[src/common/io_pkg.sv]
// Shared bus types, controller states and I/O map constants, imported by every RTL module
package io_pkg;

    // Word address on the CPU bus, bit 0 is implied by word access
    typedef logic [19:1] io_addr_t;

    // One 16-bit bus data word
    typedef logic [15:0] io_data_t;

    // Controller sequence for one four-phase access
    typedef enum logic [2:0] {
        IDLE,
        DECODE,
        STROBE,
        RESPOND,
        RELEASE
    } bus_state_e;

    // Byte addresses in I/O space
    localparam logic [15:0] IO_LEDS_ADDR      = 16'hFFFE;
    localparam logic [15:0] IO_SDRAM_CFG_ADDR = 16'hFFFC;
    // Base of the 8-byte PIT window, 40h to 47h
    localparam logic [15:0] IO_PIT_BASE       = 16'h0040;

    // PIT register offsets, taken from address bits 2:1
    localparam logic [1:0] PIT_RELOAD  = 2'd0;
    // Bit 0 enables counting
    localparam logic [1:0] PIT_CONTROL = 2'd1;
    // Current count, read only
    localparam logic [1:0] PIT_COUNT   = 2'd2;
    // Bit 0 is the terminal-count flag, write 1 to clear
    localparam logic [1:0] PIT_STATUS  = 2'd3;

    // Read data for unmapped I/O
    localparam logic [15:0] IO_DEFAULT_RDATA = 16'hFFFF;

endpackage

[src/hdl/io_addr_decoder.sv]
// Combinational I/O address decoder, picks one target select for the bus controller
`timescale 1ns/1ns

module io_addr_decoder
    import io_pkg::*;
(
    // Bus side, from the controller
    input  logic     d_io,
    input  io_addr_t data_m_addr,
    input  logic     data_m_access,

    // Target selects
    output logic     leds_access,
    output logic     sdram_config_access,
    output logic     timer_access,
    output logic     default_io_access
);

    // Address compare results, bits 19:17 are outside the 64K I/O space
    logic hit_leds;
    logic hit_sdram;
    logic hit_pit;

    // LED and SDRAM words are single word addresses
    assign hit_leds  = (data_m_addr[16:1] == {1'b0, IO_LEDS_ADDR[15:1]});
    assign hit_sdram = (data_m_addr[16:1] == {1'b0, IO_SDRAM_CFG_ADDR[15:1]});

    // PIT owns an 8-byte window, so only bits 16:3 take part
    assign hit_pit   = (data_m_addr[16:3] == {1'b0, IO_PIT_BASE[15:3]});

    always_comb begin
        // Nothing selected by default
        leds_access         = 1'b0;
        sdram_config_access = 1'b0;
        timer_access        = 1'b0;
        default_io_access   = 1'b0;

        // Memory cycles and idle bus select nothing
        if (d_io && data_m_access) begin
            // Priority order: LED word, SDRAM word, then PIT window
            if (hit_leds) begin
                leds_access = 1'b1;
            end else if (hit_sdram) begin
                sdram_config_access = 1'b1;
            end else if (hit_pit) begin
                timer_access = 1'b1;
            end else begin
                // Unmapped port, answered by the default responder
                default_io_access = 1'b1;
            end
        end
    end

    // Controller muxes read data assuming a single owner
    always_comb begin
        assert ($onehot0({leds_access, sdram_config_access, timer_access,
                          default_io_access}))
        else $error("decoder raised more than one select at %h", data_m_addr);
    end

endmodule

[src/hdl/io_bus_ctrl.sv]
// Four-phase bus controller, sequences each access through decode, strobe and response
`timescale 1ns/1ns

module io_bus_ctrl
    import io_pkg::*;
(
    input  logic     clk,
    input  logic     reset,

    // CPU-side four-phase bus
    input  logic     req,
    input  logic     io_space,
    input  io_addr_t addr,
    input  logic     wr,
    input  io_data_t wdata,
    output logic     ack,
    output io_data_t rdata,

    // Decoder side
    output logic     d_io,
    output io_addr_t data_m_addr,
    output logic     data_m_access,
    input  logic     leds_access,
    input  logic     sdram_config_access,
    input  logic     timer_access,
    input  logic     default_io_access,

    // Target side
    output logic     cfg_stb,
    output logic     pit_stb,
    output logic     reg_wr,
    output io_addr_t reg_addr,
    output io_data_t reg_wdata,
    input  io_data_t cfg_rdata,
    input  io_data_t pit_rdata
);

    bus_state_e state;

    // Selects registered in DECODE, held until the next access
    logic sel_cfg;
    logic sel_pit;
    logic sel_default;

    // Read data chosen for the response
    io_data_t resp_data;

    // Decoder looks at the latched address for two cycles
    assign data_m_access = (state == DECODE) || (state == STROBE);

    // Targets see the same latched address
    assign reg_addr = data_m_addr;

    // One-cycle strobes, only for the owning target
    assign cfg_stb = (state == STROBE) && sel_cfg;
    assign pit_stb = (state == STROBE) && sel_pit;

    always_comb begin
        if (sel_cfg) begin
            resp_data = cfg_rdata;
        end else if (sel_pit) begin
            resp_data = pit_rdata;
        end else if (sel_default) begin
            resp_data = IO_DEFAULT_RDATA;
        end else begin
            // Memory-space cycle
            resp_data = '0;
        end
    end

    // Sequencer and ack
    always_ff @(posedge clk) begin
        if (reset) begin
            state       <= IDLE;
            ack         <= 1'b0;
            sel_cfg     <= 1'b0;
            sel_pit     <= 1'b0;
            sel_default <= 1'b0;
        end else begin
            case (state)
                IDLE: begin
                    if (req) begin
                        state <= DECODE;
                    end
                end
                DECODE: begin
                    // Both config registers live in one block
                    sel_cfg     <= leds_access | sdram_config_access;
                    sel_pit     <= timer_access;
                    sel_default <= default_io_access;
                    state       <= STROBE;
                end
                STROBE: begin
                    state <= RESPOND;
                end
                RESPOND: begin
                    ack   <= 1'b1;
                    state <= RELEASE;
                end
                RELEASE: begin
                    // Master holds req for back-pressure
                    if (!req) begin
                        ack   <= 1'b0;
                        state <= IDLE;
                    end
                end
                default: begin
                    state <= IDLE;
                end
            endcase
        end
    end

    // Request latch and response data
    always_ff @(posedge clk) begin
        if ((state == IDLE) && req) begin
            d_io        <= io_space;
            data_m_addr <= addr;
            reg_wr      <= wr;
            reg_wdata   <= wdata;
        end
        // Target data was registered on the strobe edge
        if (state == RESPOND) begin
            rdata <= resp_data;
        end
    end

    // Four-phase rule on the outgoing edge, req as seen on the edge that raised ack
    assert property (@(posedge clk) disable iff (reset) $rose(ack) |-> $past(req))
    else $error("ack rose with req low");

    // One target strobed per access
    assert property (@(posedge clk) disable iff (reset) $onehot0({cfg_stb, pit_stb}))
    else $error("more than one target strobe");

endmodule

[src/hdl/io_config_regs.sv]
// LED port and SDRAM configuration word, written and read back over the I/O bus
`timescale 1ns/1ns

module io_config_regs
    import io_pkg::*;
#(
    parameter int LED_WIDTH = 8
) (
    input  logic                 clk,
    input  logic                 reset,

    // Strobe and selects from controller and decoder
    input  logic                 stb,
    input  logic                 wr,
    input  logic                 leds_access,
    input  logic                 sdram_config_access,
    input  io_data_t             wdata,
    output io_data_t             rdata,

    // Register outputs to the board
    output logic [LED_WIDTH-1:0] leds,
    output io_data_t             sdram_config
);

    // Writes land on the strobe edge
    always_ff @(posedge clk) begin
        if (reset) begin
            leds         <= '0;
            sdram_config <= '0;
        end else if (stb && wr) begin
            if (leds_access) begin
                // Upper data bits are dropped
                leds <= wdata[LED_WIDTH-1:0];
            end
            if (sdram_config_access) begin
                sdram_config <= wdata;
            end
        end
    end

    // Read-back, valid the cycle after the strobe
    always_ff @(posedge clk) begin
        if (stb) begin
            if (leds_access) begin
                // Zero-extended to a full word
                rdata <= io_data_t'(leds);
            end else begin
                rdata <= sdram_config;
            end
        end
    end

    // Decoder must name exactly one register on every strobe
    assert property (@(posedge clk) disable iff (reset)
        stb |-> $onehot({leds_access, sdram_config_access}))
    else $error("config strobe without a single register select");

endmodule

[src/hdl/io_subsystem.sv]
// I/O-space top level, joins bus controller, address decoder, config registers and timer
`timescale 1ns/1ns

module io_subsystem
    import io_pkg::*;
#(
    parameter int LED_WIDTH  = 8,
    parameter int PIT_DIVIDE = 4
) (
    input  logic                 clk,
    input  logic                 reset,

    // CPU-side four-phase bus
    input  logic                 req,
    input  logic                 io_space,
    input  io_addr_t             addr,
    input  logic                 wr,
    input  io_data_t             wdata,
    output logic                 ack,
    output io_data_t             rdata,

    // Board outputs
    output logic [LED_WIDTH-1:0] leds,
    output io_data_t             sdram_config,
    output logic                 timer_irq
);

    // Controller to decoder
    logic     d_io;
    io_addr_t data_m_addr;
    logic     data_m_access;
    logic     leds_access;
    logic     sdram_config_access;
    logic     timer_access;
    logic     default_io_access;

    // Controller to targets
    logic     cfg_stb;
    logic     pit_stb;
    logic     reg_wr;
    io_addr_t reg_addr;
    io_data_t reg_wdata;
    io_data_t cfg_rdata;
    io_data_t pit_rdata;

    io_bus_ctrl i_bus_ctrl (
        .clk, .reset, .req, .io_space, .addr, .wr, .wdata, .ack, .rdata,
        .d_io, .data_m_addr, .data_m_access,
        .leds_access, .sdram_config_access, .timer_access, .default_io_access,
        .cfg_stb, .pit_stb, .reg_wr, .reg_addr, .reg_wdata, .cfg_rdata, .pit_rdata
    );

    io_addr_decoder i_addr_decoder (
        .d_io, .data_m_addr, .data_m_access,
        .leds_access, .sdram_config_access, .timer_access, .default_io_access
    );

    // Selects stay valid through the strobe cycle
    io_config_regs #(.LED_WIDTH(LED_WIDTH)) i_config_regs (
        .clk, .reset, .stb(cfg_stb), .wr(reg_wr),
        .leds_access, .sdram_config_access,
        .wdata(reg_wdata), .rdata(cfg_rdata), .leds, .sdram_config
    );

    io_pit #(.PIT_DIVIDE(PIT_DIVIDE)) i_pit (
        .clk, .reset, .stb(pit_stb), .wr(reg_wr), .reg_addr,
        .wdata(reg_wdata), .rdata(pit_rdata), .timer_irq
    );

endmodule

[src/pit/io_pit.sv]
// Interval timer in the PIT window, prescaled down-counter with reload, flag and interrupt
`timescale 1ns/1ns

module io_pit
    import io_pkg::*;
#(
    parameter int PIT_DIVIDE = 4
) (
    input  logic     clk,
    input  logic     reset,

    // Register access from the bus controller
    input  logic     stb,
    input  logic     wr,
    input  io_addr_t reg_addr,
    input  io_data_t wdata,
    output io_data_t rdata,

    // One-clock pulse on terminal count
    output logic     timer_irq
);

    // Prescaler needs at least one bit
    localparam int PRE_W = (PIT_DIVIDE > 1) ? $clog2(PIT_DIVIDE) : 1;

    io_data_t         reload;
    io_data_t         count;
    logic             enable;
    logic             flag;
    logic [PRE_W-1:0] prescale;

    // Decrement enable, once every PIT_DIVIDE clocks
    logic tick;
    // Register write decode
    logic wr_reload;
    logic wr_control;
    logic wr_status;

    assign tick       = enable && (prescale == PRE_W'(PIT_DIVIDE - 1));
    assign wr_reload  = stb && wr && (reg_addr[2:1] == PIT_RELOAD);
    assign wr_control = stb && wr && (reg_addr[2:1] == PIT_CONTROL);
    assign wr_status  = stb && wr && (reg_addr[2:1] == PIT_STATUS);

    always_ff @(posedge clk) begin
        if (reset) begin
            reload    <= '0;
            count     <= '0;
            enable    <= 1'b0;
            flag      <= 1'b0;
            prescale  <= '0;
            timer_irq <= 1'b0;
        end else begin
            timer_irq <= 1'b0;

            // Prescaler holds while disabled
            if (tick) begin
                prescale <= '0;
            end else if (enable) begin
                prescale <= prescale + 1'b1;
            end

            // Clear before set, so a new terminal count is never lost
            if (wr_status && wdata[0]) begin
                flag <= 1'b0;
            end

            if (wr_reload) begin
                // New period starts from the full reload value
                reload   <= wdata;
                count    <= wdata;
                prescale <= '0;
            end else if (tick) begin
                if (count == '0) begin
                    count     <= reload;
                    flag      <= 1'b1;
                    timer_irq <= 1'b1;
                end else begin
                    count <= count - 1'b1;
                end
            end

            if (wr_control) begin
                enable <= wdata[0];
            end
        end
    end

    // Read mux, valid the cycle after the strobe
    always_ff @(posedge clk) begin
        if (stb) begin
            case (reg_addr[2:1])
                PIT_RELOAD:  rdata <= reload;
                PIT_CONTROL: rdata <= {15'd0, enable};
                PIT_COUNT:   rdata <= count;
                default:     rdata <= {15'd0, flag};
            endcase
        end
    end

    // Count stays inside the programmed period
    assert property (@(posedge clk) disable iff (reset) enable |-> (count <= reload))
    else $error("PIT count %h above reload %h", count, reload);

endmodule

[config.mk]
export PLATFORM = sky130hd
export DESIGN_NAME = io_subsystem
export DESIGN_NICKNAME = d
export VERILOG_FILES = /design/src/common/io_pkg.sv /design/src/hdl/io_addr_decoder.sv /design/src/hdl/io_bus_ctrl.sv /design/src/hdl/io_config_regs.sv /design/src/hdl/io_subsystem.sv /design/src/pit/io_pit.sv
export SDC_FILE = /design/constraint.sdc
export NUM_CORES = 1
export LEC_CHECK = 0
export ABC_AREA = 1
export ABC_CLOCK_PERIOD_IN_PS = 12600
export CORE_AREA = 3 3 135 137
export DETAILED_ROUTE_END_ITERATION = 10
export DIE_AREA = 0 0 138 140
export DONT_BUFFER_PORTS = 1
export GPL_TIMING_DRIVEN = 0
export PLACE_DENSITY = 0.52
export SETUP_SLACK_MARGIN = 0.15
export SLEW_MARGIN = 20
export SYNTH_ARGS = -nofsm -noshare
export SYNTH_HDL_FRONTEND = slang
export SYNTH_HIERARCHICAL = 1
export SYNTH_SLANG_ARGS = --single-unit
[constraint.sdc]
create_clock -name clk -period 12.6 [get_ports clk]
set_input_delay 0 -clock clk [delete_from_list [all_inputs] [get_ports clk]]
set_output_delay 0 -clock clk [all_outputs]
set_load 0.03 [all_outputs]
Word-level counts from Yosys, hierarchy flattened
Index checks and enable logic that the tools add are counted.
{"block": "totals", "reg_bits": 150, "inputBits": 40, "out_inout_bits": 42, "elab_cells": 92}
{"block": "op_classes", "n_addsub": 2, "eq_ne": 13, "n_mux": 31, "bitwise_logic": 2, "n_reduce_logical": 23}
{"operator": "$mux W16", "n": 6}
{"operator": "$pmux W16 S3", "n": 1}
{"operator": "$eq A16 B15 Y1 const B", "n": 2}
{"operator": "$mux W1", "n": 19}
{"operator": "$logic_not A16 Y1", "n": 1}
{"operator": "$sub A16 B1 Y16 const B", "n": 1}
{"operator": "$pmux W3 S5", "n": 1}
{"operator": "$eq A14 B4 Y1 const B", "n": 1}
{"operator": "$logic_and A1 B1 Y1", "n": 11}
{"operator": "$mux W8", "n": 1}
{"operator": "$reduce_and A2 Y1", "n": 4}
{"operator": "$eq A2 B2 Y1 const B", "n": 3}
{"operator": "$eq A3 B2 Y1 const B", "n": 2}
{"operator": "$mux W3", "n": 2}
{"operator": "$reduce_or A3 Y1", "n": 2}
{"operator": "$ne A2 B2 Y1 const B", "n": 2}
{"operator": "$reduce_bool A2 Y1", "n": 2}
{"operator": "$eq A3 B1 Y1 const B", "n": 1}
{"operator": "$eq A3 B3 Y1 const B", "n": 1}
{"operator": "$logic_not A3 Y1", "n": 1}
{"operator": "$add A2 B1 Y2 const B", "n": 1}
{"operator": "$eq A2 B1 Y1 const B", "n": 1}
{"operator": "$logic_not A2 Y1", "n": 1}
{"operator": "$pmux W1 S2", "n": 1}
{"operator": "other kinds (3)", "n": 3}

Depth between registers and ports, before layout
{"block": "depth", "word_depth": 9, "depth_mapped": 13, "depth_no_buf": 12}

Modules after synthesis
Netlist, hierarchy kept.
{"module": "io_pit", "n_inst": 1, "cells_per_inst": 381, "area_each_um2": 2806.4, "seq_area_each_um2": 1221.2}
{"module": "io_bus_ctrl", "n_inst": 1, "cells_per_inst": 167, "area_each_um2": 2287.2, "seq_area_each_um2": 1731.7}
{"module": "io_config_regs", "n_inst": 1, "cells_per_inst": 195, "area_each_um2": 1569.0, "seq_area_each_um2": 960.9}
{"module": "io_addr_decoder", "n_inst": 1, "cells_per_inst": 45, "area_each_um2": 182.7, "seq_area_each_um2": 0.0}

Worst setup path after synthesis
OpenSTA, ideal clock, no wires.
{"block": "synth_timing", "path_type": "reg-to-reg", "from": "register i_bus_ctrl.state[0]", "to": "register i_bus_ctrl.d_io (enable)", "setup_time_ps": 524, "arrival_ps": 4010, "required_time_ps": 12076, "slack_ps": 8066, "path_stages_with_launch": 2, "path_buffers": 0, "period_less_slack_ps": 4534, "path_cell_list": "dfxtp_1 nor4_1"}
{"block": "synth_between", "elab_chain_len": 2}
{"element": "start: declaration", "line": "io_bus_ctrl.sv:38", "source": "bus_state_e state;"}
{"element": "start signal: assignment", "line": "io_bus_ctrl.sv:74", "source": "state <= IDLE;"}
{"element": "start signal: assignment", "line": "io_bus_ctrl.sv:83", "source": "state <= DECODE;"}
{"element": "start signal: assignment", "line": "io_bus_ctrl.sv:91", "source": "state <= STROBE;"}
{"element": "$logic_not A3 Y1", "line": "io_bus_ctrl.sv:116", "source": "if ((state == IDLE) && req) begin"}
{"element": "$logic_and A1 B1 Y1", "line": "io_bus_ctrl.sv:116"}
{"element": "end signal: assignment", "line": "io_bus_ctrl.sv:117", "source": "d_io <= io_space;"}
{"element": "end: declaration", "line": "io_bus_ctrl.sv:20", "source": "output logic d_io,"}
Every way passes these cells.
A chain may end at the register's enable or synchronous reset.

Worst setup path after layout
{"block": "layout_timing", "from": "register i_bus_ctrl.state[2]", "to": "register i_config_regs.rdata[2] (data pin)"}
{"block": "layout_between", "elab_chain_len": 5, "elab_cells_between_ends": 6, "classes_between": "eq/ne (2); mux (2); reduce/logical (2)"}
{"element": "$eq A3 B1 Y1 / $eq A3 B2 Y1 (equally long branches)", "line": "io_bus_ctrl.sv:49", "source": "assign data_m_access = (state == DECODE) || (state == STROBE);"}
{"element": "$logic_or A1 B1 Y1 *", "line": "io_bus_ctrl.sv:49"}
{"element": "named net data_m_access", "line": "io_subsystem.sv:31", "source": "logic data_m_access;"}
{"element": "$logic_and A1 B1 Y1 *", "line": "io_addr_decoder.sv:39", "source": "if (d_io && data_m_access) begin"}
{"element": "$mux W1 *", "line": "io_addr_decoder.sv:39"}
{"element": "named net leds_access", "line": "io_subsystem.sv:32", "source": "logic leds_access;"}
{"element": "$mux W8 *", "line": "io_config_regs.sv:44", "source": "if (leds_access) begin"}
{"element": "end signal: assignment", "line": "io_config_regs.sv:46", "source": "rdata <= io_data_t'(leds);"}
{"element": "end signal: assignment", "line": "io_config_regs.sv:48", "source": "rdata <= sdram_config;"}
{"element": "end: declaration", "line": "io_config_regs.sv:18", "source": "output io_data_t rdata,"}
Mark *: on every way through the listed nets, which the timed path passes. The rest lies on a longest branch.

==> flow_summary.ini <==
[run_status]
outcome = finished, final reports clean

[critical_path]
path_cells = inv_1 > nand3_1 > nand2_1 > nand2_1 > nor3_1 > clkbuf_1 > o21ai_0
critical_path_type = flop to flop
timing.critical_path.to_type = flop
critical-path-top-delay-family = simple AND/OR/NAND/NOR gates
timing.critical_path.arrival_ns = 2.94
cp-start-kind = flop
timing.critical_path.mode_cell = nand2_1
critical_path.max_stage_delay_ns = 0.91
worstPathMaxFanout = 10
crit_path_top_delay_cell = nor3_1
timing.critical_path.buf_inv = 2
critPathRequiredTime_ns = 12.71

[clock_network]
htree_levels = 4
cts-root-to-sink-buffers = 2
clk-insertion-delay-late_ns = 0.42
ctsRootBufferMaster = clkbuf_16
numClockSinks = 150
cts_post_setup_buffers_inserted = 0
path_clk_slew_ns = 0.06
cts-buffers-inserted = 17
cts_tree = built

[route]
postRouteWirelength_mm = 17.30
drcViolationCount = 0
ant_nets = 0
vias_per_cell = 4.874
dr.first_iter.drc_count = 372
routed-via-count = 5201
first_pass_iters = 5
routedWlPerCell_um = 16.21

[die]
die-area_sq_um = 19320
floorplan.initialDensity_pct = 38.59
dieHeight_um = 140
rows = 48
chipWidth_um = 138
number_of_primary_i_o_pins = 82
floorplan.core_area_sq_um = 17180

[hold_path]
min_path_type = primary input to flop

[placed_design]
place.gp.congestion = 0.8757
port_buffers = 0
dp_hpwl_mm = 12.85

[synthesis]
netlist_instances = 768
synthesis.nets = 811
post_synth.cell_area_avg_sq_um = 8.630
yosys_warnings = 6
syn_area_sq_um = 6628

[sta]
setup_viol_count_final = 0
timing_max_transition_violations_final = 0
finalSetupTns_ns = 0
worst_slew_pin_slew_ns = 1.126
timing.final.hold_violations = 0
max_freq_mhz = 354.0
min_period_over_period_pct = 22.42
clock_skew_ns = 0.007334
relSlewSlack_pct = 24.34
grt_setup_unrepaired = false
min_period_ns = 2.825

[cells_and_area]
antenna_cells = 0
num-nets-final = 872
syn2layout_area_growth_pct = 18.82
fillCellCount = 1726
utilization_pct = 45.85
drive_gt1_share_pct = 11.40

[flow_run]
cap_viol_max_count = 0

[power_and_ir_drop]
pleak_nw = 3.471
ir_worst_vdd_v = 0.0001256
power_total_mw = 1.069
power_density_nw_per_um2 = 135.8

[grt]
grt_use_total_pct = 18.30
grt_antenna_before_repair = 0
grt_pass1_wl_mm = 27.46
grt-ovfl-total = 0
grt_pass1_vias = 5156
grt_start_max_net_pins = 19
## registers in the layout, summed over array words and instances, names as in the netlist, 2 cells and up
| name | count |
|---|---|
| i_bus_ctrl/reg_wdata | 16 |
| i_pit/rdata | 16 |
| i_config_regs/rdata | 16 |
| i_config_regs/sdram_config | 16 |
| i_pit/prescale | 2 |
| i_pit/count | 16 |
| i_bus_ctrl/rdata | 16 |
| i_bus_ctrl/state | 3 |
| i_pit/reload | 16 |
| i_bus_ctrl/data_m_addr | 16 |
| i_config_regs/leds | 8 |
## layout make-up
type	instances	area (sq um)	area share, %
plain buffers	24	165.2	2.097
clock buffers	22	485.5	6.165
clock inverters	10	68.82	0.8738
inverters	81	306.5	3.893
multi-input cells	513	2344	29.76
flip-flops and latches	150	3824	48.55
well taps	225	281.5	3.575
repair buffers	42	400.4	5.084
## metrics by stage
stage          hold slack [ns]  area [sq um]  instances  worst slack (ns)
2_1_floorplan          0.06907          6628        768             8.363
3_3_place_gp           0.07118          6909        993             7.041
3_5_place_dp           0.07357          6950        998             9.897
4_1_cts                 0.1843          7875       1067             9.885
5_1_grt                 0.1880          7875       1067             9.614
6_report                0.1990          7875       1067             9.775
## worst paths after layout
path,start,endpoint,slack [ns],cells past startpoint
worst max-delay path,i_bus_ctrl/state[2]$_SDFFE_PP0P_,i_config_regs/rdata[2]$_DFFE_PP_,9.78,7
worst min-delay path,wdata[4],i_bus_ctrl/reg_wdata[4]$_DFFE_PP_,0.20,1
worst max register to register,i_bus_ctrl/state[2]$_SDFFE_PP0P_,i_config_regs/rdata[2]$_DFFE_PP_,9.78,7
worst min register to register,i_pit/prescale[1]$_SDFFE_PP0P_,i_pit/prescale[1]$_SDFFE_PP0P_,0.47,2
## per-layer routing
metal	GRT usage [%]	vias to the layer above	share of wire (%)
met3	5.394	25	6.1
met4	6.500	0	2.1
met2	29.06	136	45
met5	0	-	0
met1	23.97	2451	46
li1	-	2589	-
## where the power goes
group	total [mW]	switching, mW	internal [mW]	leakage (nW)
combinational	0.0568	0.0350	0.0218	1.85
clock	0.471	0.197	0.274	0.270
sequential	0.541	0.0108	0.531	1.35
## placed cells by master, fill, tap and decap left out, types with 8 or more instances in the layout
cell	count
clkbuf_16	18
dfxtp_1	68
nand2_1	235
nor2_2	8
nand3_1	30
nand2_2	10
nor2_1	112
o21ai_0	30
inv_1	77
buf_2	11
o21ai_1	9
edfxtp_1	82
dlygate4sd3_1	37
a21oi_1	41
## worst register-to-register path: stages, from the launching register on
cell and delay (ns):
dfxtp_1 0.34, inv_1 0.14, nand3_1 0.19, nand2_1 0.15, nand2_1 0.09, nor3_1 0.91, clkbuf_1 0.42, o21ai_0 0.27
## what timing repair did
item                      CTS  global route
resized for setup           0             0
hold buffers               37             0
hold endpoints to repair   52             0
Note: power is estimated with default switching activity, not from simulation.
